### config.mk
export PLATFORM = sky130hd
export DESIGN_NAME = fetch_unit
export DESIGN_NICKNAME = d
export VERILOG_FILES = /design/src/rtl/isa_pkg.sv /design/src/rtl/wb_pkg.sv /design/src/rtl/fetch_unit.sv
export SDC_FILE = /design/constraint.sdc
export NUM_CORES = 1
export LEC_CHECK = 0
export BUFFER_PORTS_ARGS = -buffer_cell sky130_fd_sc_hd__buf_2
export CAP_MARGIN = 20
export CORE_ASPECT_RATIO = 1.75
export CORE_MARGIN = 8
export CORE_UTILIZATION = 47
export DETAILED_ROUTE_END_ITERATION = 12
export PLACE_DENSITY = 0.76
export SYNTH_ARGS = -nofsm -noshare
export SYNTH_HDL_FRONTEND = slang
export SYNTH_SLANG_ARGS = --single-unit
### constraint.sdc
create_clock -name clk -period 3.7 [get_ports clk]
set_input_delay 0.74 -clock clk [delete_from_list [all_inputs] [get_ports clk]]
set_output_delay 0.74 -clock clk [all_outputs]
set_load 0.005 [all_outputs]
### src/rtl/isa_pkg.sv
package isa_pkg;

    typedef logic [63:0] xlen_t;
    typedef logic [31:0] instr_t;
    typedef logic [4:0]  reg_idx_t;
    typedef logic [63:0] pc_t;
    typedef logic [6:0]  opcode_t;
    typedef logic [2:0]  funct3_t;

    typedef enum logic [3:0] {
        ALU_ADD,
        ALU_SUB,
        ALU_SLL,
        ALU_SLT,
        ALU_SLTU,
        ALU_XOR,
        ALU_SRL,
        ALU_SRA,
        ALU_OR,
        ALU_AND,
        ALU_PASS_B      // lui
    } alu_op_t;

    typedef enum logic [1:0] {
        FWD_RF,
        FWD_EXE,
        FWD_WB
    } fwd_sel_t;

    localparam opcode_t OPC_OP     = 7'b0110011;
    localparam opcode_t OPC_OP_IMM = 7'b0010011;
    localparam opcode_t OPC_LUI    = 7'b0110111;
    localparam opcode_t OPC_SYSTEM = 7'b1110011;

    localparam funct3_t F3_ADD  = 3'b000;   // add, sub, addi
    localparam funct3_t F3_SLL  = 3'b001;
    localparam funct3_t F3_SLT  = 3'b010;
    localparam funct3_t F3_SLTU = 3'b011;
    localparam funct3_t F3_XOR  = 3'b100;
    localparam funct3_t F3_SR   = 3'b101;   // srl, sra
    localparam funct3_t F3_OR   = 3'b110;
    localparam funct3_t F3_AND  = 3'b111;

    localparam instr_t INSTR_EBREAK = {12'h001, 5'd0, 3'b000, 5'd0, OPC_SYSTEM};

endpackage

### src/rtl/wb_pkg.sv
package wb_pkg;

    typedef logic [31:0] wb_addr_t;    // byte address
    typedef logic [31:0] wb_data_t;

endpackage

### src/rtl/fetch_unit.sv
`timescale 1ns/100ps

module fetch_unit
    import isa_pkg::*, wb_pkg::*;
#(
    parameter pc_t RESET_PC = 64'h0000_0000_8000_0000
) (
    input  logic     clk,
    input  logic     rst_n_i,
    input  logic     stop_fetch_i,
    output logic     wb_cyc_o,
    output logic     wb_stb_o,
    output logic     wb_we_o,
    output wb_addr_t wb_adr_o,
    input  wb_data_t wb_dat_i,
    input  logic     wb_ack_i,
    output logic     f_valid_o,
    output instr_t   f_instr_o,
    output pc_t      f_pc_o
);
    pc_t  pc_q;
    logic cyc_q;
    logic take;

    assign take     = cyc_q & wb_ack_i;
    assign wb_cyc_o = cyc_q;
    assign wb_stb_o = cyc_q;
    assign wb_we_o  = 1'b0;         // read only master
    assign wb_adr_o = pc_q[31:0];

    always_ff @(posedge clk) begin
        if (!rst_n_i) begin
            cyc_q     <= 1'b0;
            pc_q      <= RESET_PC;
            f_valid_o <= 1'b0;
        end else begin
            if (!cyc_q || wb_ack_i) begin
                cyc_q <= !stop_fetch_i;   // an open cycle runs to its ack
            end
            if (take) begin
                pc_q <= pc_q + 64'd4;
            end
            f_valid_o <= take & !stop_fetch_i;   // word acked beside ebreak is dropped
        end
    end

    always_ff @(posedge clk) begin
        if (take) begin
            f_instr_o <= wb_dat_i;
            f_pc_o    <= pc_q;
        end
    end

endmodule

== After elaboration in Yosys (flattened, before gate mapping) ==
Index checks and enable logic that the tools add are counted.

* Bits in registers: 162
* Bits of input ports: 36
* Bits in latches: 0
* Bits in writable memories: 0
* Memories kept: 0
* Logic and storage cells: 11
* Bits in read-only memories: 0

* Multiplexer cells: 0
* Multipliers: 0
* Equality and inequality tests: 0
* Bitwise operators: 2
* Reductions and logical operators: 3
* Shifts and indexed selects: 0
* Magnitude comparators: 0
* Div/mod/pow operators: 0
* $add $sub $neg: 1

{| class="wikitable"
|+ Operators with widths
! cell !! count
|-
| $add 64x3->64 const B || 1
|-
| $and 1x1->1 || 2
|-
| $logic_not 1->1 || 2
|-
| $logic_or 1x1->1 || 1
|}

== Depth between registers and ports, before layout ==
Gate-level depths: netlist of the first run.

* Depth after elaboration: 2
* Depth in mapped cells: 8
* Gate-level depth less buffers: 6

== Worst setup path after synthesis of the first run ==
No wires, ideal clock.

* Path type: input to register
* Start point: input wb_ack_i
* End point: register pc_q[8]
* Setup time: 0.128 ns
* Path slack: 0.208 ns
* Stages: 6
* Required time: 3.572 ns
* Path buffers: 0
* Arrival time: 3.365 ns
* Path through: nand2_1 inv_1 nand2_1 nor2_1 xnor2_1 nor2_1

* Longest elaborated chain between the ends: 1

{| class="wikitable"
|+ Ends and longest elaborated chain
! element !! RTL line !! text
|-
| from (decl) || fetch_unit.sv:16 || <nowiki>input logic wb_ack_i,</nowiki>
|-
| $and 1x1->1 || fetch_unit.sv:25 || <nowiki>assign take = cyc_q & wb_ack_i;</nowiki>
|-
| net take || fetch_unit.sv:23 || <nowiki>logic take;</nowiki>
|-
| to (signal assigned) || fetch_unit.sv:41 || <nowiki>pc_q <= pc_q + 64'd4;</nowiki>
|-
| to (decl) || fetch_unit.sv:21 || <nowiki>pc_t pc_q;</nowiki>
|}

The timed path passes the listed nets, and every way through them passes these cells.
A chain may end at the register's enable or synchronous reset.

== Worst setup path after layout of the first run ==
* Start point: register pc_q[10]
* End point: register pc_q[61]

* Longest elaborated chain between the ends: 1

{| class="wikitable"
|+ Ends and longest elaborated chain
! element !! RTL line
|-
| $add 64x3->64 || fetch_unit.sv:41
|}

No other way between the ends.

==> impl_metrics.toml, run 1 <==
[detailed_routing]
top_layer_used = "met4"
routed-wl-met2_um = 7666
met1_length_um = 4772
drc = 0
vias = 4332
drt_iter0_markers = 228
wl_per_cell_um = 16.88
wirelength_um = 13830
ant_nets = 0
vias_per_cell = 5.289
drtPass1Iterations = 6
dr_wl_met3_um = 1073

[final_layout]
final_cell_mix = "buf_2 (162), edfxtp_1 (94), dfxtp_1 (64)"
layout-drive-gt1-share = 0.3117
area_delta_synth_final_pct = 21.81
num-nets-final = 672
stdcell_area_sq_um = 7435
num_antenna_cells = 0
layout_commonest_cell = "buf_2"

[outcome]
outcome = "completed"

[worst_hold_path]
hold_depth = 0
whs_endpoint = "f_pc_o[46]"
min_path_type = "register to register"
min_from = "pc_q[46]"

[logic_synthesis]
syn-cell-area_sq_um = 6103
ys_warn_count = 0
ys_types = 32
synth_cells = 494
synth_seq_area_share = 0.6724
synth-seq-cells = 158
syn_avg_cell_area_sq_um = 12.35

[sta]
fin_crit_sh = 0.7250
slew_violations = 0
finalCriticalPeriod_ps = 2683
worst_slack_ps = 1017
final.setup_skew_ps = 10.51
slew_headroom = 0.3939
hold_viol_final = 0
rsz0062_at_grt = "no"
finalSetupViolCount = 0
fmax_mhz = 372.8
fin_setup_tns_ps = 0
worst_pin_slew_ps = 900.9

[floorplan]
core_sq_um = 12800
num_rows = 55
dieArea_sq_um = 17030
io_pins = 168
fp.dieW_um = 102.1
start_util = 0.4768
dieHeight_um = 166.8

[critical_path]
r2r_start = "pc_q[10]"
crit_required_ps = 4030
cp.arrival_ps = 3020
endpoint_kind = "register"
cp_max_fo = 14
crit_chain = "and4_1, nand4_1, or4_4, or4_1, a21oi_1"
crit_path_start_kind = "register"
startpoint = "pc_q[10]"
critical_path_class = "register to register"
reg2reg_slack_ps = 1020
cpMaxStageDelayCell = "or4_4"
r2r_end = "pc_q[61]"
r2r_cells = 5
slowest_delay_ps = 770

[clocking]
clockBufferDepth = 2
clk_pin_slew_ps = 60
cts-buffers-inserted = 17
cts_sinks = 158
cts.repair.resized = 0
hold_buffers = 0
clk_latency_ps = 420
cts-root-buf = "clkbuf_16"
cts_max_level = 4
post-cts-setup-buffer-count = 0
tritoncts = "done"

[global_route]
grt_max_degree = 64
grt_pass1_wl_um = 21720
antenna_found_initial = 0
track_usage = 0.1652
overflow = 0
first_global_vias = 4303

[placed_design]
dp_hpwl_um = 10270
portBuffers = 162
pre_cts_ws_ps = 963.7
place.gp.congestion = 0.8583
place_area_sq_um = 6849

[power]
irDropWorstVdd_mv = 0.3495
powerDensity_nw_per_um2 = 490.6
total_power_uw = 3648
p_leak_uw = 0.002899

[run]
maxCapViolCount = 0
## state kept, by name (all words and copies together) (netlist names)
signal     cells
f_instr_o     32
f_pc_o        62
f_valid_o      1
pc_q          62
wb_cyc_o       1
## power breakdown
group,internal [uW],switching (uW),total [uW],leakage [uW]
clock network,950,733,1680,0.000272
registers,1880,7.31,1890,0.00149
logic,29.9,48.5,78.4,0.00114
## cell families (layout without fill, tap and decap cells)
group | count (synthesis) | after routing | synth area share
compound gates | 62 | 62 | 0.05679
xor+xnor | 31 | 31 | 0.04449
buf+inv | 60 | 210 | 0.06150
other cells | 1 | 5 | 0.0006144
fa+ha+maj | 1 | 1 | 0.002050
simple gates | 181 | 181 | 0.1622
flops | 158 | 158 | 0.6724
## how the worst max path moves through the flow
stage	slack [ps]	cells after the start	end
after floorplan	210	6	pc_q[8]
after global placement	1050	6	pc_q[61]
after detailed placement	960	6	pc_q[55]
after CTS	1040	5	pc_q[61]
after global routing	840	5	pc_q[60]
final	1020	5	pc_q[61]
## cells in the mapped netlist
cell type | n | share of area
a21oi_1 | 29 | 0.024
a31oi_1 | 1 | 0.0010
and2_1 | 3 | 0.0031
and3_1 | 8 | 0.0082
and4_1 | 8 | 0.011
and4_2 | 1 | 0.0016
buf_4 | 36 | 0.044
buf_6 | 2 | 0.0037
clkbuf_1 | 11 | 0.0068
conb_1 | 1 | 0.00061
dfxtp_1 | 64 | 0.21
edfxtp_1 | 94 | 0.46
ha_1 | 1 | 0.0020
inv_1 | 11 | 0.0068
nand2_1 | 28 | 0.017
nand2b_1 | 1 | 0.0010
nand3_1 | 22 | 0.018
nand4_1 | 23 | 0.024
nand4_2 | 1 | 0.0020
nor2_1 | 32 | 0.020
nor3_1 | 14 | 0.011
nor3b_1 | 1 | 0.0012
nor4_1 | 8 | 0.0082
nor4bb_1 | 1 | 0.0016
o21a_1 | 5 | 0.0062
o21ai_0 | 18 | 0.015
o31ai_1 | 9 | 0.011
or3_1 | 19 | 0.019
or4_1 | 10 | 0.012
or4_4 | 1 | 0.0018
xnor2_1 | 17 | 0.024
xor2_1 | 14 | 0.020
## area by class of cell
type	instances	area, sq um
fillers	1060	5365
flip-flops and latches	158	4104
multi-input cells	280	1639
repair buffers	167	848.3
clock buffers	18	429.2
well taps	171	214.0
clock inverters	14	156.4
inverters	11	43.79
## layer usage
metal,up-vias,GRT usage
met1,2050,0.1609
met2,183,0.3036
met5,-,0
met3,21,0.04885
li1,2078,-
met4,0,0.07455
## worst max-delay path, delay by kind of cell (launching register included)
kind	cells	cell delay [ps]
and+or+nand+nor	4	1950
AOI/OAI and AO/OA	1	160
DFF	1	470
## per-stage QoR
| step | cells | hold WS (ps) | utilization |
|---|---|---|---|
| after CTS | 819 | 470.5 | 0.5808 |
| after global routing | 819 | 466.4 | 0.5808 |
| final | 819 | 477.0 | 0.5808 |
| after global placement | 787 | 448.2 | 0.5351 |
| after detailed placement | 787 | 451.2 | 0.5351 |
| after floorplan | 498 | 417.2 | - |
No activity file was read; power rests on OpenSTA's default activity.
==> inputs of run 2 (changes only) <==
--- a/config.mk
+++ b/config.mk
@@ -9,9 +9,9 @@
 export CAP_MARGIN = 20
 export CORE_ASPECT_RATIO = 1.75
 export CORE_MARGIN = 8
-export CORE_UTILIZATION = 47
+export CORE_UTILIZATION = 52
 export DETAILED_ROUTE_END_ITERATION = 12
-export PLACE_DENSITY = 0.76
+export PLACE_DENSITY = 0.79
 export SYNTH_ARGS = -nofsm -noshare
 export SYNTH_HDL_FRONTEND = slang
 export SYNTH_SLANG_ARGS = --single-unit
==> constraint.sdc (replaced) <==
create_clock -name clk -period 2.55 [get_ports clk]
set_input_delay 0.51 -clock clk [delete_from_list [all_inputs] [get_ports clk]]
set_output_delay 0.51 -clock clk [all_outputs]
set_load 0.005 [all_outputs]
==> run 2 against run 1 <==
Effect of this change:
- routed wire length is 3.4% higher
- cell area is 0.25% higher
- non-clock buffer count grew 11
- die area is 8.4% lower
- clock skew hardly changed
- count of clock-buffer cells in the layout is the same
- via count up 2.8%
- combinational power up 58%
- utilization rose by 6.6 points
- global-route usage up 1.8 points
- first-iteration DRC count increased by 11%
- critical path type unchanged
- hold slack lost 210 ps
==> impl_metrics.toml, run 2 (synthesis results as in run 1) <==
[outcome]
outcome = "completed"

[placed_design]
portBuffers = 162
dp_hpwl_um = 10380
pre_cts_ws_ps = 199.7
place.gp.congestion = 0.8037

[critical_path]
crit_path_start_kind = "register"
cp.arrival_ps = 2630
cpMaxStageDelayCell = "or4_4"
crit_chain = "and4_1, nand3_1, or4_4, or4_1, a21oi_1"
endpoint_kind = "register"
cp_max_fo = 11
slowest_delay_ps = 620
cp_top_family = "simple AND/OR/NAND/NOR gates"
crit_buf_inv = 0
critical_path_class = "register to register"
crit_required_ps = 2900

[sta]
hold_ws_ps = 262.1
rsz0062_at_grt = "no"
hold_viol_final = 0
worst_slack_ps = 265.6
fmax_mhz = 437.7
fin_crit_sh = 0.8959
slew_headroom = 0.6481
finalSetupViolCount = 0
worst_pin_slew_ps = 520.7
slew_violations = 0
finalCriticalPeriod_ps = 2284
final.setup_skew_ps = 10.79
fin_setup_tns_ps = 0

[detailed_routing]
wirelength_um = 14300
drtPass1Iterations = 5
drc = 0
vias = 4454
vias_per_cell = 5.610
wl_per_cell_um = 18.01
drt_iter0_markers = 253
ant_nets = 0

[final_layout]
final_cell_mix = "buf_2 (162), edfxtp_1 (94), dfxtp_1 (64)"
layout_commonest_cell = "buf_2"
num_antenna_cells = 0
biggestRegsByFlops = "f_pc_o x62, pc_q x62, f_instr_o x32"
num-fill-cells = 860
area_delta_synth_final_pct = 22.12
layout-drive-gt1-share = 0.3232
num-nets-final = 683

[worst_hold_path]
min_path_type = "primary input to register"

[clocking]
clockBufferDepth = 2
post-cts-setup-buffer-count = 0
clk_latency_ps = 420
cts-buffers-inserted = 17
cts_max_level = 4
tritoncts = "done"
clk_pin_slew_ps = 60
cts_sinks = 158
cts.repair.resized = 0
hold_buffers = 0
cts-root-buf = "clkbuf_16"

[global_route]
grt_pass1_wl_um = 22550
overflow = 0
grt_max_degree = 52
track_usage = 0.1835
antenna_found_initial = 0
first_global_vias = 4563

[power]
irDropWorstVdd_mv = 0.5524
total_power_uw = 5097
p_leak_uw = 0.002944
powerDensity_nw_per_um2 = 683.8

[floorplan]
core_sq_um = 11520
dieArea_sq_um = 15600
dieHeight_um = 159.3
num_rows = 52
fp.dieW_um = 97.90
io_pins = 168
start_util = 0.5300

[run]
maxCapViolCount = 0
run 2: worst register-to-register path: cells and delay by family, from the launching register on:
kind,cells,cell delay [ps]
AO/OA/AOI/OAI,1,160
flip-flops,1,440
AND/OR/NAND/NOR,4,1610
run 2: metrics by stage:
| step | std cells | instance area (sq um) | util |
|---|---|---|---|
| CTS | 794 | 7453 | 0.6472 |
| global placement | 762 | 6928 | 0.6016 |
| detailed placement | 762 | 6928 | 0.6016 |
| finish | 794 | 7453 | 0.6472 |
| global route | 794 | 7453 | 0.6472 |
| floorplan | 498 | 6125 | - |
run 2: final timing paths:
path,endpoint,cells after the start,from,slack (ps)
setup / recovery,pc_q[61],5,pc_q[27],270
hold / removal,f_instr_o[25],1,wb_dat_i[25],260
setup reg to reg,pc_q[61],5,pc_q[27],270
hold reg to reg,f_pc_o[46],0,pc_q[46],480
run 2: area by class of cell:
cell class	count	area (sq um)	share of cell area
repair buffers	178	968.4	0.1299
multi-input cells	280	1642	0.2202
clock inverters	14	96.34	0.01293
flip-flops and latches	158	4104	0.5506
well taps	135	168.9	0.02266
clock buffers	18	429.2	0.05758
inverters	11	45.04	0.006043
run 2: layer usage:
| layer | up-vias | share of wire | GRT usage |
|---|---|---|---|
| li1 | 2093 | - | - |
| met1 | 2145 | 0.35 | 0.1676 |
| met2 | 185 | 0.55 | 0.3410 |
| met3 | 31 | 0.071 | 0.05998 |
| met4 | 0 | 0.028 | 0.1064 |
| met5 | - | 0 | 0 |
run 2: power by group:
part,internal (uW),switching (uW),total [uW]
logic,50.1,74.0,124
registers,2730,8.79,2740
clock network,1240,997,2240
total,4020,1080,5100
==> inputs of run 3 (changes only) <==
==> constraint.sdc (replaced) <==
create_clock -name clk -period 2.2 [get_ports clk]
set_input_delay 0.44 -clock clk [delete_from_list [all_inputs] [get_ports clk]]
set_output_delay 0.44 -clock clk [all_outputs]
set_load 0.005 [all_outputs]
==> run 3 against run 2 <==
Effect of this change:
- via count up 2.6%
- power increased by 22%
- cell area is 4.2% higher
- hold slack lost 75 ps
- register-to-register slack worse by 170 ps
- first-iteration DRC count is 1.2% higher
- setup slack worse by 170 ps
- critical path depth is the same
- largest cell class unchanged
- highest routed layer unchanged
==> impl_metrics.toml, run 3 (synthesis results as in run 1) <==
[clocking]
cts-buffers-inserted = 17
hold_buffers = 0
cts_max_level = 4
cts_sinks = 158
clk_pin_slew_ps = 60
clk_latency_ps = 420
cts-root-buf = "clkbuf_16"
clockBufferDepth = 2
tritoncts = "done"

[critical_path]
crit_buf_inv = 0
cp_max_fo = 9
slowest_delay_ps = 610
endpoint_kind = "register"
crit_required_ps = 2550
cpMaxStageDelayCell = "or4_4"
cp.arrival_ps = 2450
cp_top_family = "simple AND/OR/NAND/NOR gates"
critical_path_class = "register to register"
crit_chain = "and4_4, nand3_1, or4_4, or4_1, a21oi_1"
crit_path_start_kind = "register"

[global_route]
overflow = 0
grtUsageMet2 = 0.3547
gr-usage-met1 = 0.1862
antenna_found_initial = 0
track_usage = 0.1903
grt_pass1_wl_um = 23500
top_usage_layer = "met2"
gr-usage-met3 = 0.06961
grt_max_degree = 55
first_global_vias = 4596

[placed_design]
dp_hpwl_um = 10940
portBuffers = 162
pre_cts_ws_ps = 18.04
place_inst = 789
place.gp.congestion = 0.8705

[floorplan]
dieArea_sq_um = 15600
num_rows = 52
start_util = 0.5300
dieHeight_um = 159.3
fp.dieW_um = 97.90
core_sq_um = 11520
io_pins = 168

[final_layout]
layout_commonest_cell = "buf_2"
num-nets-final = 711
biggestRegsByFlops = "f_pc_o x62, pc_q x62, f_instr_o x32"
layout-drive-gt1-share = 0.3755
utilization = 0.6746
num_antenna_cells = 0
final_cell_mix = "buf_2 (162), edfxtp_1 (94), dfxtp_1 (57)"
area_delta_synth_final_pct = 27.29
layoutNonFillerInstCount = 822
num-fill-cells = 842

[power]
p_leak_uw = 0.003114
total_power_uw = 6195
p_seq_frac = 0.512
p_int_uw = 4904
combPwrFrac = 0.025
irDropWorstVdd_mv = 0.6098
switching_share = 0.2083
p_switching_uw = 1291
p_clk_frac = 0.464
powerDensity_nw_per_um2 = 797.4

[sta]
hold_ws_ps = 186.6
slew_violations = 0
rsz0062_at_grt = "yes"
fmax_mhz = 475.9
finalCriticalPeriod_ps = 2101
finalSetupViolCount = 0
worst_slack_ps = 98.92
final.setup_skew_ps = 7.225
fin_crit_sh = 0.9550
hold_viol_final = 0

[worst_hold_path]
min_path_type = "primary input to register"

[detailed_routing]
vias = 4570
drtPass1Iterations = 5
wl_per_cell_um = 18.18
vias_per_cell = 5.560
wirelength_um = 14940
ant_nets = 0
drt_iter0_markers = 256
drc = 0

[run]
maxCapViolCount = 0

[outcome]
outcome = "completed"
[run 3: power groups by stage]
stage / clock network (uW) / logic, uW / registers, uW
floorplan: 0 / 56.0 / 3250
global placement: 0 / 150 / 3230
detailed placement: 0 / 156 / 3230
CTS: 2900 / 156 / 3170
global route: 3020 / 168 / 3170
finish: 2870 / 154 / 3170
[run 3: timing repair]
| action | 4_1_cts | 5_1_grt |
|---|---|---|
| buffers inserted | 0 | 1 |
| resized for setup | 0 | 13 |
| setup endpoints to repair | 0 | 14 |
[run 3: final cells by class]
cell class / count / area [sq um] / share of cell area
flip-flops and latches: 158 / 4113 / 0.5294
multi-input cells: 280 / 1689 / 0.2174
repair buffers: 206 / 1166 / 0.1501
clock buffers: 17 / 425.4 / 0.05476
well taps: 135 / 168.9 / 0.02174
clock inverters: 15 / 161.4 / 0.02078
inverters: 11 / 45.04 / 0.005798
[run 3: worst paths after layout]
path / start / end / slack, ps / cells after the start
worst max-delay path: pc_q[30] / pc_q[55] / 100 / 5
worst min-delay path: wb_dat_i[19] / f_instr_o[19] / 190 / 1
worst max register to register: pc_q[30] / pc_q[55] / 100 / 5
worst min register to register: pc_q[63] / f_pc_o[63] / 470 / 0
[run 3: stage by stage]
stage | cell area [sq um] | TNS [ps]
after detailed placement | 7136 | 0
after global placement | 7136 | 0
after global routing | 7769 | 0
after CTS | 7722 | 0
final | 7769 | 0
after floorplan | 6142 | -11510
[run 3: worst register-to-register path: stages, from the launching register on]
cell and delay (ps):
dfxtp_1 400, and4_4 290, nand3_1 140, or4_4 610, or4_1 420, a21oi_1 170
[run 3: per-layer routing]
layer	wire length [um]	up-vias
met5	0	-
met4	259	0
met3	1168	23
met2	8270	186
met1	5245	2215
li1	-	2146
