$ cat src/rtl/isa_pkg.sv
package isa_pkg;

    typedef logic [63:0] xlen_t;
    typedef logic [31:0] instr_t;
    typedef logic [4:0]  reg_idx_t;
    typedef logic [63:0] pc_t;
    typedef logic [6:0]  opcode_t;
    typedef logic [2:0]  funct3_t;

    typedef enum logic [3:0] {
        ALU_ADD,
        ALU_SUB,
        ALU_SLL,
        ALU_SLT,
        ALU_SLTU,
        ALU_XOR,
        ALU_SRL,
        ALU_SRA,
        ALU_OR,
        ALU_AND,
        ALU_PASS_B      // lui
    } alu_op_t;

    typedef enum logic [1:0] {
        FWD_RF,
        FWD_EXE,
        FWD_WB
    } fwd_sel_t;

    localparam opcode_t OPC_OP     = 7'b0110011;
    localparam opcode_t OPC_OP_IMM = 7'b0010011;
    localparam opcode_t OPC_LUI    = 7'b0110111;
    localparam opcode_t OPC_SYSTEM = 7'b1110011;

    localparam funct3_t F3_ADD  = 3'b000;   // add, sub, addi
    localparam funct3_t F3_SLL  = 3'b001;
    localparam funct3_t F3_SLT  = 3'b010;
    localparam funct3_t F3_SLTU = 3'b011;
    localparam funct3_t F3_XOR  = 3'b100;
    localparam funct3_t F3_SR   = 3'b101;   // srl, sra
    localparam funct3_t F3_OR   = 3'b110;
    localparam funct3_t F3_AND  = 3'b111;

    localparam instr_t INSTR_EBREAK = {12'h001, 5'd0, 3'b000, 5'd0, OPC_SYSTEM};

endpackage

$ cat src/rtl/decode_stage.sv
`timescale 1ns/100ps

module decode_stage
    import isa_pkg::*;
(
    input  instr_t   d_instr_i,
    input  pc_t      d_pc_i,
    input  xlen_t    rf_a_i,
    input  xlen_t    rf_b_i,
    input  xlen_t    e_result_i,
    input  xlen_t    w_result_i,
    input  fwd_sel_t fwd_a_i,
    input  fwd_sel_t fwd_b_i,
    output reg_idx_t rs1_o,
    output reg_idx_t rs2_o,
    output xlen_t    op_a_o,
    output xlen_t    op_b_o,
    output alu_op_t  alu_op_o,
    output reg_idx_t rd_o,
    output logic     we_o,
    output pc_t      pc_o,
    output instr_t   instr_o
);
    opcode_t    opcode;
    funct3_t    funct3;
    logic [6:0] funct7;
    xlen_t      imm_i;
    xlen_t      imm_u;
    xlen_t      rs2_val;
    logic       legal;

    function automatic xlen_t fwd_mux(input fwd_sel_t sel, input xlen_t rf_val,
                                      input xlen_t e_val, input xlen_t w_val);
        case (sel)
            FWD_EXE: return e_val;
            FWD_WB:  return w_val;
            default: return rf_val;
        endcase
    endfunction

    assign opcode  = d_instr_i[6:0];
    assign rd_o    = d_instr_i[11:7];
    assign funct3  = d_instr_i[14:12];
    assign rs1_o   = d_instr_i[19:15];
    assign rs2_o   = d_instr_i[24:20];
    assign funct7  = d_instr_i[31:25];
    assign imm_i   = {{52{d_instr_i[31]}}, d_instr_i[31:20]};
    assign imm_u   = {{32{d_instr_i[31]}}, d_instr_i[31:12], 12'b0};
    assign op_a_o  = fwd_mux(fwd_a_i, rf_a_i, e_result_i, w_result_i);
    assign rs2_val = fwd_mux(fwd_b_i, rf_b_i, e_result_i, w_result_i);
    assign we_o    = legal & (rd_o != 5'd0);
    assign pc_o    = d_pc_i;
    assign instr_o = d_instr_i;

    always_comb begin
        op_b_o = rs2_val;
        legal  = 1'b0;
        case (funct3)
            F3_ADD:  alu_op_o = ALU_ADD;
            F3_SLL:  alu_op_o = ALU_SLL;
            F3_SLT:  alu_op_o = ALU_SLT;
            F3_SLTU: alu_op_o = ALU_SLTU;
            F3_XOR:  alu_op_o = ALU_XOR;
            F3_SR:   alu_op_o = funct7[5] ? ALU_SRA : ALU_SRL;
            F3_OR:   alu_op_o = ALU_OR;
            default: alu_op_o = ALU_AND;
        endcase
        if (opcode == OPC_OP) begin
            legal = (funct7 == 7'h00) ||
                    (funct7 == 7'h20 && (funct3 == F3_ADD || funct3 == F3_SR));
            if (funct7[5] && funct3 == F3_ADD) begin
                alu_op_o = ALU_SUB;
            end
        end else if (opcode == OPC_OP_IMM) begin
            op_b_o = imm_i;     // shamt sits in imm[5:0]
            if (funct3 == F3_SLL) begin
                legal = (d_instr_i[31:26] == 6'b000000);
            end else if (funct3 == F3_SR) begin
                legal = (d_instr_i[31:26] == 6'b000000) || (d_instr_i[31:26] == 6'b010000);
            end else begin
                legal = 1'b1;
            end
        end else if (opcode == OPC_LUI) begin
            op_b_o   = imm_u;
            alu_op_o = ALU_PASS_B;
            legal    = 1'b1;
        end
    end

endmodule

$ cat config.mk
export PLATFORM = sky130hd
export DESIGN_NAME = decode_stage
export DESIGN_NICKNAME = d
export VERILOG_FILES = /design/src/rtl/isa_pkg.sv /design/src/rtl/decode_stage.sv
export SDC_FILE = /design/constraint.sdc
export NUM_CORES = 1
export LEC_CHECK = 0
export BUFFER_PORTS_ARGS = -buffer_cell sky130_fd_sc_hd__buf_2
export CAP_MARGIN = 40
export CORE_AREA = 8 8 229 231
export DETAILED_ROUTE_END_ITERATION = 10
export DIE_AREA = 0 0 237 239
export GPL_TIMING_DRIVEN = 0
export PLACE_DENSITY = 0.33
export SETUP_SLACK_MARGIN = 0.4
export SLEW_MARGIN = 20
export SYNTH_ARGS = -nofsm -noshare
export SYNTH_HDL_FRONTEND = slang
export SYNTH_SLANG_ARGS = --single-unit
export TNS_END_PERCENT = 30
$ cat constraint.sdc
create_clock -name vclk -period 2.54
set_clock_uncertainty 0.1 [all_clocks]
set_input_delay 0.635 -clock vclk [all_inputs]
set_output_delay 0.635 -clock vclk [all_outputs]
set_load 0.05 [all_outputs]
Word level (Yosys, flattened, before mapping)
Index checks and enable logic that the tools add are counted.
- reduce and logical (&&, ||, !) cells: 9
- bitwise gates (word level): 1
- multiplexer cells: 16
- equality and inequality tests: 15
- operators by type and width (operator ; number):
    $pmux W64 S2 ; 2
    $mux W64 ; 3
    $pmux W4 S7 ; 1
    $eq A7 B6 Y1 const B ; 3
    $mux W4 ; 4
    $eq A3 B3 Y1 const B ; 3
    $eq A7 B5 Y1 const B ; 1
    $logic_not A7 Y1 ; 1
    $eq A3 B2 Y1 const B ; 2
    $eq A6 B5 Y1 const B ; 1
    $logic_not A6 Y1 ; 1
    $mux W1 ; 6
    $reduce_bool A5 Y1 ; 1
    $eq A2 B1 Y1 const B ; 2
    $eq A2 B2 Y1 const B ; 2
    $eq A3 B1 Y1 const B ; 1
    $logic_not A3 Y1 ; 1
    $logic_or A1 B1 Y1 ; 3
    $logic_and A1 B1 Y1 ; 2
    $and A1 B1 Y1 ; 1
- output and inout bits: 244
- register bits: 0

Longest topological paths before layout
Gate-level depths: netlist of run 1.
- word-level depth: 7
- gate-level depth with buffers: 8
- gate-level depth less buffers: 6

Worst setup path before layout of run 1
Ideal clock, no wire load.
- kind: in2out
- start point: input port fwd_b_i[0]
- end point: output port op_b_o[42]
- cell stages on the path: 7
- arrival: 2748 ps
- buffers on the path: 3
- slack: -943 ps
- path through: inv_1 ha_1 buf_2 buf_2 clkbuf_1 a21oi_1 o21ai_0
- word-level cells in the longest chain between the ends: 5
- elaborated cells on any way between the ends: 6
- classes of those cells: eq/ne: 2; mux: 4
- RTL lines (item ; RTL line ; source):
    from (decl) ; decode_stage.sv:13 ; input fwd_sel_t fwd_b_i,
    $eq A2 B2 Y1 / $eq A2 B1 Y1 (equally long branches) ; decode_stage.sv:34 ; case (sel)
    $pmux W64 S2 * ; decode_stage.sv:34 ;
    $mux W64 ; decode_stage.sv:83 ; end else if (opcode == OPC_LUI) begin
    $mux W64 ; decode_stage.sv:74 ; end else if (opcode == OPC_OP_IMM) begin
    $mux W64 * ; decode_stage.sv:68 ; if (opcode == OPC_OP) begin
    to (decl) ; decode_stage.sv:17 ; output xlen_t op_b_o,
Mark *: on every way between the ends. The rest lies on a longest branch, timed or not.

Worst setup path after layout of run 1
- start point: input port fwd_b_i[1]
- end point: output port op_b_o[15]
Same word-level chain as after synthesis.

==> results.txt, run 1 <==
- The initial utilization of the core area, before any placement, comes to about 8.4%.
* Layout Utilization: between 20% and 30%
- Synth unique cells: 26
- FF+latch count: 0
* Y dimension of the die: approximately 240 um
- Kind of start point of the critical path: input port
- For this design the ratio of total power to cell area is 329 nW/um^2.
- The detailed router placed around 7.9k vias in this run.
- Overflow left after global routing: 0
- Standard-cell row count: 81
- Maximum number of pins on one net before global-route repair: 12
* Final non-filler cell area: ~13000 sq um
- In this design, the critical path's most frequently occurring cell is sky130_fd_sc_hd__buf_8.
* VDD IR max: ~0.00014 V
- After detailed routing, the number of remaining DRC violations is 0.
- Worst slew slack as a fraction of its limit: 65.5%
- Clock period minus worst slack: 2.79 ns
- The detail route stage leaves a number of antenna-violating nets equal to 0.
- Violation count after the first detailed-route iteration: ~270
- Router iterations before antenna repair: 4
- RSZ-0062 raised after global routing: true
- Routability congestion estimate: roughly 0.8
* Leak: 5.71 nW
* Achievable clock frequency: ~360 MHz
- Counting both buffers and inverters, the worst setup path holds a total of 4.
* Die Span X: about 240 um
- Traced cell by cell, the critical path runs through buf_8 -> ha_4 -> buf_12 -> clkbuf_8 -> o21ai_0 -> nand2_1 -> a21oi_4 -> buf_8.
- Timing analysis after detailed placement gives a worst setup slack of -1.14 ns.
- Maximum capacitance violations: 0
- Setup violations remaining at the end of the flow were counted as approximately 110.
- Total of warnings raised by yosys: 0
* Setup tns final: -13.35 ns
* Violations in the final reports: setup timing
- The worst path uses 110% of the clock period.
- The number of nets in the synthesized netlist is 1093.
- Min-Delay Path Class: input port to primary output
- On the worst path, the slowest cell contributes a delay of 0.27 ns.
* PnR Total Power: around 0.0044 W
* Routed wirelength normalized by instance count: roughly 26 um
- Data on the critical path arrives at its endpoint at 2.06 ns.
- A synthesized cell averages about 5.5 sq um.
- Worst setup slack after layout: -0.252 ns
* Category of cells accounting for the largest share of critical-path delay: buffers and inverters
* Summed instance area of the synthesized netlist: about 4100 sq um
- Area added between synthesis and finish: 232%
* Dominant cell type by area after synthesis: sky130_fd_sc_hd__a22oi_1
- Clock buf count: 0
- In the final layout, flip-flops and latches occupy 0 sq um.
- The final max-slew violation count is 0.
* Final net count: around 1.7k
* Detail Placement HPWL: 41600 um
* Vias in the first global route: 8746
* All-layer global routing usage: roughly 16%
- CP max stage cell: sky130_fd_sc_hd__ha_4
- Top post-synthesis cells by area: sky130_fd_sc_hd__a22oi_1 24%, sky130_fd_sc_hd__buf_4 21%, sky130_fd_sc_hd__o21ai_0 16%
- Along the worst path, the maximum fanout reaches 10.
- Of the cells placed in the final design, the portion with a size suffix greater than 1 is roughly 87%.
- I/O Pins: 600
- Kind of end point of the critical path: primary output
- Total routed wirelength: a little over 50000 um
* Initial antenna violation count: 18
* # port buffers: 534
* First-pass GRT wire length: 67200 um
* Core Area: roughly 49000 sq um
* Hold_buf cts: 0
- Result of the run: finished with violations
- For the worst setup path, the data required time is 1.80 ns.
- Instance area at placement: a little under 10000 sq um
- Worst Setup Path Type: input port to primary output
- Portion of synthesized cell area occupied by the leading cell type: 23.6%
- Summing the sequential cell areas from Yosys gives 0% of the chip area.
- In the routed layout, each cell is associated on average with a via count of slightly above 4.
* Overall die area: between 50000 and 60000 sq um
- Synthesis produced a netlist whose cell count is between 700 and 800.
* Number of endpoints with negative hold slack in the final report: 0
- Transition time at the pin with the least slew margin: 0.511 ns
layout make-up:
class	count	area (sq um)
fillers	5254	35100
multi-input cells	540	5660
repair buffers	590	4790
plain buffers	187	2200
well taps	622	778
inverters	6	40.0
diodes	5	12.5
logic make-up (layout without fill, tap and decap cells):
group	Yosys count	count (layout)	share of synthesized area, %
xor gates and xnor gates	1	1	0.216
adders and majority gates	4	4	1.23
and+or+nand+nor	186	186	18.3
buffers and inverters	193	783	28.9
other	0	5	0
AOI/OAI and AO/OA	349	349	51.3
Yosys cell counts (2+ instances only):
cell type,number
sky130_fd_sc_hd__and3_1,2
sky130_fd_sc_hd__buf_6,2
sky130_fd_sc_hd__or4_1,2
sky130_fd_sc_hd__nor2b_1,5
sky130_fd_sc_hd__buf_2,15
sky130_fd_sc_hd__o311ai_0,2
sky130_fd_sc_hd__nor2_1,50
sky130_fd_sc_hd__inv_1,6
sky130_fd_sc_hd__nand2_1,121
sky130_fd_sc_hd__ha_1,4
sky130_fd_sc_hd__buf_1,15
sky130_fd_sc_hd__buf_4,111
sky130_fd_sc_hd__clkbuf_1,44
sky130_fd_sc_hd__a22oi_1,128
sky130_fd_sc_hd__a21oi_1,87
sky130_fd_sc_hd__o21ai_0,129
report_power, final:
part / internal [W] / switching (W)
clock: 0.000000000243 / 0
combinational: 0.00180 / 0.00264
sequential: 0 / 0
total: 0.00180 / 0.00264
routing by layer:
metal	vias up	GRT usage [%]	wire length, um
met3	50	4.35	3630
met1	3708	17.6	19100
met4	10	1.70	828
met5	-	0	66
li1	3729	-	-
met2	386	32.3	27300
repair_timing:
action                                  4_1_cts  5_1_grt
cloned                                       13       13
pin swaps                                    63       57
hold endpoints to repair                      0        0
resized for setup                           570      195
buffers inserted                             21        9
endpoints found under the setup margin      133      133
stage by stage:
step | std cells | hold WS (ns)
2_1_floorplan | 733 | 1.34
3_3_place_gp | 1889 | 1.47
3_5_place_dp | 1889 | 1.47
4_1_cts | 1923 | 1.47
5_1_grt | 1948 | 1.48
6_report | 1950 | 1.47
cells in the final DEF, fill, tap and decap left out, types with 22 or more instances in the layout:
cell type                   count
sky130_fd_sc_hd__buf_2        397
sky130_fd_sc_hd__buf_4        126
sky130_fd_sc_hd__o21ai_4      106
sky130_fd_sc_hd__buf_8         84
sky130_fd_sc_hd__buf_6         83
sky130_fd_sc_hd__a22oi_2       76
sky130_fd_sc_hd__nand2_1       73
sky130_fd_sc_hd__a22oi_1       52
sky130_fd_sc_hd__a21oi_4       44
sky130_fd_sc_hd__clkbuf_16     42
sky130_fd_sc_hd__a21oi_2       33
sky130_fd_sc_hd__buf_12        30
sky130_fd_sc_hd__nand2_2       28
sky130_fd_sc_hd__nor2_2        22
worst paths after layout:
| kind | from | to | slack (ns) | cells after the start |
|---|---|---|---|---|
| setup / recovery | fwd_b_i[1] | op_b_o[15] | -0.25 | 8 |
| hold / removal | d_pc_i[59] | pc_o[59] | 1.47 | 2 |
No activity file was read; power rests on OpenSTA's default activity.
==> inputs of run 2 (changes only) <==
--- a/config.mk
+++ b/config.mk
@@ -5,13 +5,16 @@
 export SDC_FILE = /design/constraint.sdc
 export NUM_CORES = 1
 export LEC_CHECK = 0
+export ABC_AREA = 1
 export BUFFER_PORTS_ARGS = -buffer_cell sky130_fd_sc_hd__buf_2
 export CAP_MARGIN = 40
-export CORE_AREA = 8 8 229 231
+export CELL_PAD_IN_SITES_DETAIL_PLACEMENT = 0
+export CELL_PAD_IN_SITES_GLOBAL_PLACEMENT = 1
+export CORE_AREA = 8 8 228 230
 export DETAILED_ROUTE_END_ITERATION = 10
-export DIE_AREA = 0 0 237 239
+export DIE_AREA = 0 0 236 238
 export GPL_TIMING_DRIVEN = 0
-export PLACE_DENSITY = 0.33
+export PLACE_DENSITY = 0.51
 export SETUP_SLACK_MARGIN = 0.4
 export SLEW_MARGIN = 20
 export SYNTH_ARGS = -nofsm -noshare
==> constraint.sdc (replaced) <==
create_clock -name vclk -period 2.54
set_clock_uncertainty 0.1 [all_clocks]
set_input_delay 0.635 -clock vclk [all_inputs]
set_output_delay 0.635 -clock vclk [all_outputs]
set_load 0.005 [all_outputs]
==> run 2 against run 1 <==
The flow still finishes with violations (setup timing). Power decreased by 48%. Non-clock buffer count is 29 lower. Flip-flop and latch count is the same. Largest power group unchanged. Setup slack better by 0.072 ns. Critical endpoint unchanged. Global-route usage shrank 1.1 points. Final area shrank 29%.
==> results.txt, run 2 <==
- Result of the run: finished with violations
* Violations in the final reports: setup timing
- Count of vias placed by the detailed router: between 8k and 9k
* Overall die area: approximately 56000 sq um
- RSZ-0062 raised after global routing: true
- Via-per-instance ratio: between 3 and 4
- Synth unique cells: 23
- Final net count: ~1.8k
* Share of final-layout standard cells stronger than drive strength 1: 60.6%
* # port buffers: approximately 540
* Cell with the most instances after synthesis: sky130_fd_sc_hd__nand2_1
- Along the worst path, the maximum fanout reaches 10.
- The initial antenna violation count came to 8.
- Overflow left after global routing: 0
* Number of endpoints with negative hold slack in the final report: 0
- STA puts the critical path data required time at between 1.5 and 2 ns.
* Synthesized instance count: 851
* Register Area: 0 sq um
* CP max stage cell: sky130_fd_sc_hd__ha_4
- sky130_fd_sc_hd__buf_4 takes more of the synthesized area than any other cell.
- In the post-route analysis, the smallest setup slack over all paths is -0.180 ns.
- Top library cells by usage in the layout, fill and taps aside: 530 x sky130_fd_sc_hd__buf_2, 220 x sky130_fd_sc_hd__nand2_1, 132 x sky130_fd_sc_hd__buf_4
* Final number of max-transition violations: 0
- The initial utilization of the core area, before any placement, comes to under 10%.
* Transition time at the pin with the least slew margin: ~0.42 ns
- Met2 Usage GRT: 28.3%
- Kind of end point of the critical path: primary output
- Global routing used between 10% and 20% of the available tracks across all layers.
* Vias in the first global route: about 8.5k
- Entering global routing, the biggest net connects 11 pins.
* Router iterations before antenna repair: 5
- Y dimension of the die: about 240 um
* Count of filler cells inserted in the layout: between 5k and 6k
- The synthesized netlist occupies a cell area of around 4200 sq um.
- VDD IR max: between 0.00008 and 0.00009 V
- In this run the power spent charging and discharging nets is 0.00118 W.
- FF+latch count: 0
- Met1 track demand over resource: 17.6%
- The worst setup path is of the input port to primary output kind.
- The critical path contains buffers and inverters numbering 7 combined.
- Clock buffers in the final layout number 0.
- Ratio of final minimum period to clock period: 107%
* Standard-cell row count: between 80 and 90
* Most used routing layer in global routing: met2
* Total DRC errors in the routed layout: 0
- The critical path ends at op_b_o[15].
- Leak: just under 5 nW
- Multi-input gate area: 3680 sq um
* Achievable clock frequency: 368 MHz
- The min-delay analysis places its worst path in the category input port to primary output.
* Internal: between 0.001 and 0.0015 W
- A synthesized cell averages roughly 5 sq um.
- Routability congestion estimate: around 0.85
* Top post-synthesis cells by area: sky130_fd_sc_hd__buf_4 20%, sky130_fd_sc_hd__nand2_1 20%, sky130_fd_sc_hd__a21oi_1 15%
* Commonest non-fill, non-tap cell in the layout: sky130_fd_sc_hd__buf_2
- The share of total power dissipated in combinational logic is 100.0%.
- The worst path in the final design needs a cycle of approximately 2.7 ns, including I/O delays and setup.
* Switching Share: roughly 51%
- Routed wirelength normalized by instance count: 23.3 um
* CP peak stage delay: 0.27 ns
- Buffers inserted to repair hold after CTS numbered 0.
- Dividing total power by cell area gives a power density of 241 nW/um^2.
- CP Depth: 10
- The finished layout holds approximately 2k standard cells, fillers aside.
- Portion of synthesized cell area occupied by the leading cell type: about a fifth
- The Yosys step of the flow raised 0 warnings.
* Flop pwr share: 0%
* Syn_nets: ~1.2k
- In this run the count of I/O pins placed on the die edge is 600.
* Antenna viol nets, final: 0
- Detail Placement HPWL: ~39000 um
- Setup violations remaining at the end of the flow were counted as 66.
- The final layout contains routed wiring with a total length of about 48000 um.
- First-pass GRT wire length: roughly 63000 um
- The signal on the critical path passes through buf_8 -> inv_8 -> ha_4 -> inv_6 -> buf_12 -> buf_12 -> buf_12 -> o2111ai_2 -> nand3_1 -> buf_2.
- Area added between synthesis and finish: 127%
- Met3 usage in global routing: 3.68%
- Instance count after placement with tap cells included: between 2k and 2.5k
- The tool flagged a number of max-cap violations equal to 0.
* Part of the total power dissipated in the clock network: 0%
- In this run the tightest slew margin relative to its limit is a little under three quarters.
- Of the synthesized area, sequential elements account for 0%.
- Violation count after the first detailed-route iteration: 340
* Category of cells accounting for the largest share of critical-path delay: buffers and inverters
- Kind of start point of the critical path: input port
- Measured along the x axis, the die boundary spans roughly 240 um.
* Most numerous cell types in the synthesized netlist: 225 x sky130_fd_sc_hd__nand2_1, 129 x sky130_fd_sc_hd__a21oi_1, 115 x sky130_fd_sc_hd__buf_4
* CP startpoint: fwd_b_i[0]
- Core Area: roughly 48000 sq um
- Top cell by count, worst path: sky130_fd_sc_hd__buf_12
- Final hold analysis gives a worst-case slack of around 1.3 ns.
- Critical path data arrival time: 1.98 ns
-- run 2: power by group through the flow --
| stage | clock network (W) | registers [W] | logic [W] |
|---|---|---|---|
| final | 0.000000000318 | 0 | 0.00231 |
| after CTS | 0 | 0 | 0.00220 |
| after floorplan | 0 | 0 | 0.000847 |
| after global routing | 0.000000000158 | 0 | 0.00251 |
| after global placement | 0 | 0 | 0.00191 |
| after detailed placement | 0 | 0 | 0.00192 |
-- run 2: worst min-delay path by stage --
| stage | slack, ns | cells after the start | startpoint | to |
|---|---|---|---|---|
| after global routing | 1.34 | 2 | d_pc_i[8] | pc_o[8] |
| after global placement | 1.34 | 2 | d_pc_i[14] | pc_o[14] |
| after CTS | 1.34 | 2 | d_pc_i[61] | pc_o[61] |
| after detailed placement | 1.34 | 2 | d_pc_i[61] | pc_o[61] |
| final | 1.34 | 2 | d_pc_i[20] | pc_o[20] |
| after floorplan | 1.25 | 1 | d_instr_i[0] | instr_o[0] |
-- run 2: routing by layer --
| metal | vias up | routed length, um |
|---|---|---|
| met5 | - | 50 |
| met4 | 8 | 979 |
| met3 | 48 | 3120 |
| met2 | 390 | 24100 |
| met1 | 3788 | 19200 |
| li1 | 3916 | - |
-- run 2: kinds of logic (layout without fill, tap and decap cells) --
group | Yosys count | after routing | share of synthesized area [%]
and+or+nand+nor | 407 | 407 | 39.8
AOI/OAI and AO/OA | 241 | 241 | 30.4
buffers and inverters | 199 | 763 | 28.7
adders and majority gates | 4 | 4 | 1.19
other | 0 | 6 | 0
-- run 2: metrics by stage --
step | power, W | area [sq um] | TNS [ns] | utilization, % | setup slack (ns)
floorplan | 0.000847 | 4500 | 0 | - | 0.245
global placement | 0.00191 | 7960 | -63.74 | 16.5 | -0.791
detailed placement | 0.00192 | 7990 | -64.54 | 16.5 | -0.801
CTS | 0.00220 | 9070 | -11.22 | 18.8 | -0.194
global route | 0.00251 | 9580 | -11.26 | 19.8 | -0.228
finish | 0.00231 | 9590 | -6.72 | 19.8 | -0.180
-- run 2: what timing repair did --
item                                    4_1_cts  5_1_grt
gates cloned                                  5        4
setup buffers                                14        3
endpoints found under the setup margin      133      133
pin swaps                                    61       42
gates resized for setup                     219      102
-- run 2: cell type report --
cell class	count	area share, %
multi-input combinational	652	38.3
inverter	15	0.822
buffer	184	19.0
timing repair buffer	564	33.5
tap	622	8.11
antenna	6	0.157
==> inputs of run 3 (changes only) <==
==> config.mk (replaced) <==
export PLATFORM = sky130hd
export DESIGN_NAME = decode_stage
export DESIGN_NICKNAME = d
export VERILOG_FILES = /design/src/rtl/isa_pkg.sv /design/src/rtl/decode_stage.sv
export SDC_FILE = /design/constraint.sdc
export NUM_CORES = 1
export LEC_CHECK = 0
export BUFFER_PORTS_ARGS = -buffer_cell sky130_fd_sc_hd__buf_2
export CAP_MARGIN = 40
export CELL_PAD_IN_SITES_DETAIL_PLACEMENT = 1
export CELL_PAD_IN_SITES_GLOBAL_PLACEMENT = 2
export CORE_AREA = 8 8 229 231
export DETAILED_ROUTE_END_ITERATION = 10
export DIE_AREA = 0 0 237 239
export GPL_TIMING_DRIVEN = 0
export PLACE_DENSITY = 0.65
export SETUP_SLACK_MARGIN = 0.4
export SLEW_MARGIN = 20
export SYNTH_ARGS = -nofsm -noshare
export SYNTH_HDL_FRONTEND = slang
export SYNTH_SLANG_ARGS = --single-unit
export TNS_END_PERCENT = 30
==> run 3 against run 2 <==
The flow still finishes with violations (setup timing). Wire length is 8.7% higher. Final cell count is 5.2% lower. Final area is 8.4% higher. Non-clock buffer count is 20 higher. Global-route usage is 1.4 points higher. Critical path depth is 1 lower. Setup slack better by 0.012 ns. Largest cell class unchanged.
==> results.txt, run 3 (synthesized netlist as in run 1, its figures left out) <==
* Hold Path Origin: d_pc_i[27]
- Result of the run: finished with violations
- VDD IR max: 0.0000732 V
- Cell depth of the worst min-delay path: 2
* Internal: 0.00118 W
- Final hold analysis gives a worst-case slack of 1.34 ns.
- 600 I/O pins were placed.
* Largest driver fanout on the critical path: 7
- After detailed routing, the number of vias per cell comes to 4.14.
- Vias in the first global route: 8964
- Count of vias placed by the detailed router: 8012
* Count of final setup violators: 83
- Overflow left after global routing: 0
- DR WL met2: 27800 um
- Critical path data arrival time: approximately 2.0 ns
- For this design the total switching power over the nets is 0.00121 W.
* DR WL met3: 3540 um
- The final count of hold timing violations is 0.
- Met1 WL: around 19000 um
- In the final layout, flip-flops and latches occupy 0 sq um.
* Violation count after the first detailed-route iteration: 245
- In this run switching power makes up about 51% of total power.
- Router iterations before antenna repair: 5
* Clock period minus worst slack: 2.71 ns
* Standard-cell row count: 81
- After filler insertion, the fill cell instance count of the layout stands at roughly 6.0k.
- Initial antenna violation count: 6
- Antenna viol nets, final: 0
- Instance area at placement: approximately 7900 sq um
* Kind of start point of the critical path: input port
* Clock buf count: 0
- Hold_buf cts: 0
- All-layer global routing usage: approximately 17%
* Min-Delay Path Class: input port to primary output
- Part of the total power dissipated in the clock network: 0%
* Power per cell area: around 230 nW/um^2
- Cells with a size suffix above 1 make up between 70% and 80% of the layout.
- Per report_power, the combinational group accounts for 100.0% of the total.
- Top routing layer in use: met5
* Die Span X: between 200 and 250 um
- Worst setup slack after layout: -0.168 ns
* Maximum capacitance violations: 0
* Routability congestion estimate: ~0.84
- Cell Chain, Critical Path: buf_12 -> inv_8 -> ha_4 -> buf_12 -> buf_12 -> clkbuf_16 -> a21oi_2 -> o21ai_1 -> buf_2
- The checks that failed: setup timing.
- The largest individual stage delay along the critical path comes from the cell sky130_fd_sc_hd__ha_4.
* Category of cells accounting for the largest share of critical-path delay: buffers and inverters
- Overall die area: roughly 57000 sq um
- Ratio of final minimum period to clock period: 107%
- The library cell used most frequently in the layout, excluding fill and tap cells, is sky130_fd_sc_hd__buf_2.
- Top library cells by usage in the layout, fill and taps aside: 517 x sky130_fd_sc_hd__buf_2, 130 x sky130_fd_sc_hd__buf_4, 90 x sky130_fd_sc_hd__nand2_1
- Once the floorplan was initialized, standard cells occupied between 8 and 9% of the core.
- Summed over all layers, the routed wires come to 51700 um.
* Top cell by count, worst path: sky130_fd_sc_hd__buf_12
- The die is roughly 240 um tall.
- The final max-slew violation count came to 0.
- Timing would allow up to around 370 MHz.
- Transition time at the pin with the least slew margin: 0.381 ns
- Area added between synthesis and finish: 156%
- Final non-filler cell area: 10400 sq um
- The first global-routing pass estimated 68500 um of wire.
- Entering global routing, the biggest net connects 11 pins.
* RSZ-0062 raised after global routing: true
- For this run, the post-layout net count is 1676.
- The worst hold path terminates at pc_o[27].
* Core Area: between 40000 and 50000 sq um
* Leak: between 4 and 5 nW
* Worst slew slack as a fraction of its limit: 74.4%
* Detail Placement HPWL: approximately 42000 um
- Multi-input gate area: between 3000 and 4000 sq um
- STA puts the critical path data required time at between 1.5 and 2 ns.
* # port buffers: ~530
- In this design, the stage delay of the slowest critical-path cell is around 0.30 ns.
- In the routed design, unresolved DRC markers number 0.
* Worst Setup Path Type: input port to primary output
- Routed wirelength normalized by instance count: 26.7 um
- Minimum setup slack after placement: -1.04 ns
* Kind of end point of the critical path: primary output
* Buf/Inv on CP: 6
* FF+latch count: 0
* Flop pwr share: 0%
## run 3: layout make-up
cell class | instances | area share [%]
antenna | 1 | 0.0241
buffer | 187 | 20.1
inverter | 6 | 0.409
multi-input combinational | 540 | 37.4
tap | 622 | 7.49
timing repair buffer | 581 | 34.6
## run 3: layer usage
| metal | vias to the layer above | GRT usage [%] |
|---|---|---|
| met5 | - | 0 |
| met4 | 6 | 3.30 |
| met3 | 40 | 4.11 |
| met2 | 446 | 32.8 |
| met1 | 3818 | 17.7 |
| li1 | 3702 | - |
## run 3: worst max path at each step
stage,startpoint,endpoint,depth (start not counted)
after global routing,fwd_b_i[0],op_b_o[30],11
after floorplan,d_instr_i[31],we_o,4
after detailed placement,fwd_b_i[0],op_b_o[25],10
final,fwd_b_i[0],op_b_o[42],9
after global placement,fwd_a_i[0],op_a_o[13],7
after CTS,fwd_b_i[0],op_b_o[42],9
## run 3: stage by stage
step	instances	total power, W	utilization [%]	setup TNS, ns
6_report	1937	0.00239	21.4	-6.82
5_1_grt	1937	0.00256	21.4	-12.40
4_1_cts	1928	0.00229	20.1	-9.32
3_5_place_dp	1894	0.00180	16.2	-85.55
3_3_place_gp	1889	0.00177	16.1	-92.68
2_1_floorplan	733	0.000736	-	0
## run 3: power by group through the flow
stage	clock network [W]	logic, W	registers, W
after CTS	0	0.00229	0
after global placement	0	0.00177	0
after floorplan	0	0.000736	0
after global routing	0.0000000000527	0.00256	0
after detailed placement	0	0.00180	0
final	0.0000000000528	0.00239	0
## run 3: what timing repair did
action / CTS / global route
gates cloned: 14 / 3
endpoints found under the setup margin: 133 / 133
pin swaps: 49 / 61
buffers inserted: 20 / 5
gates resized for setup: 380 / 167
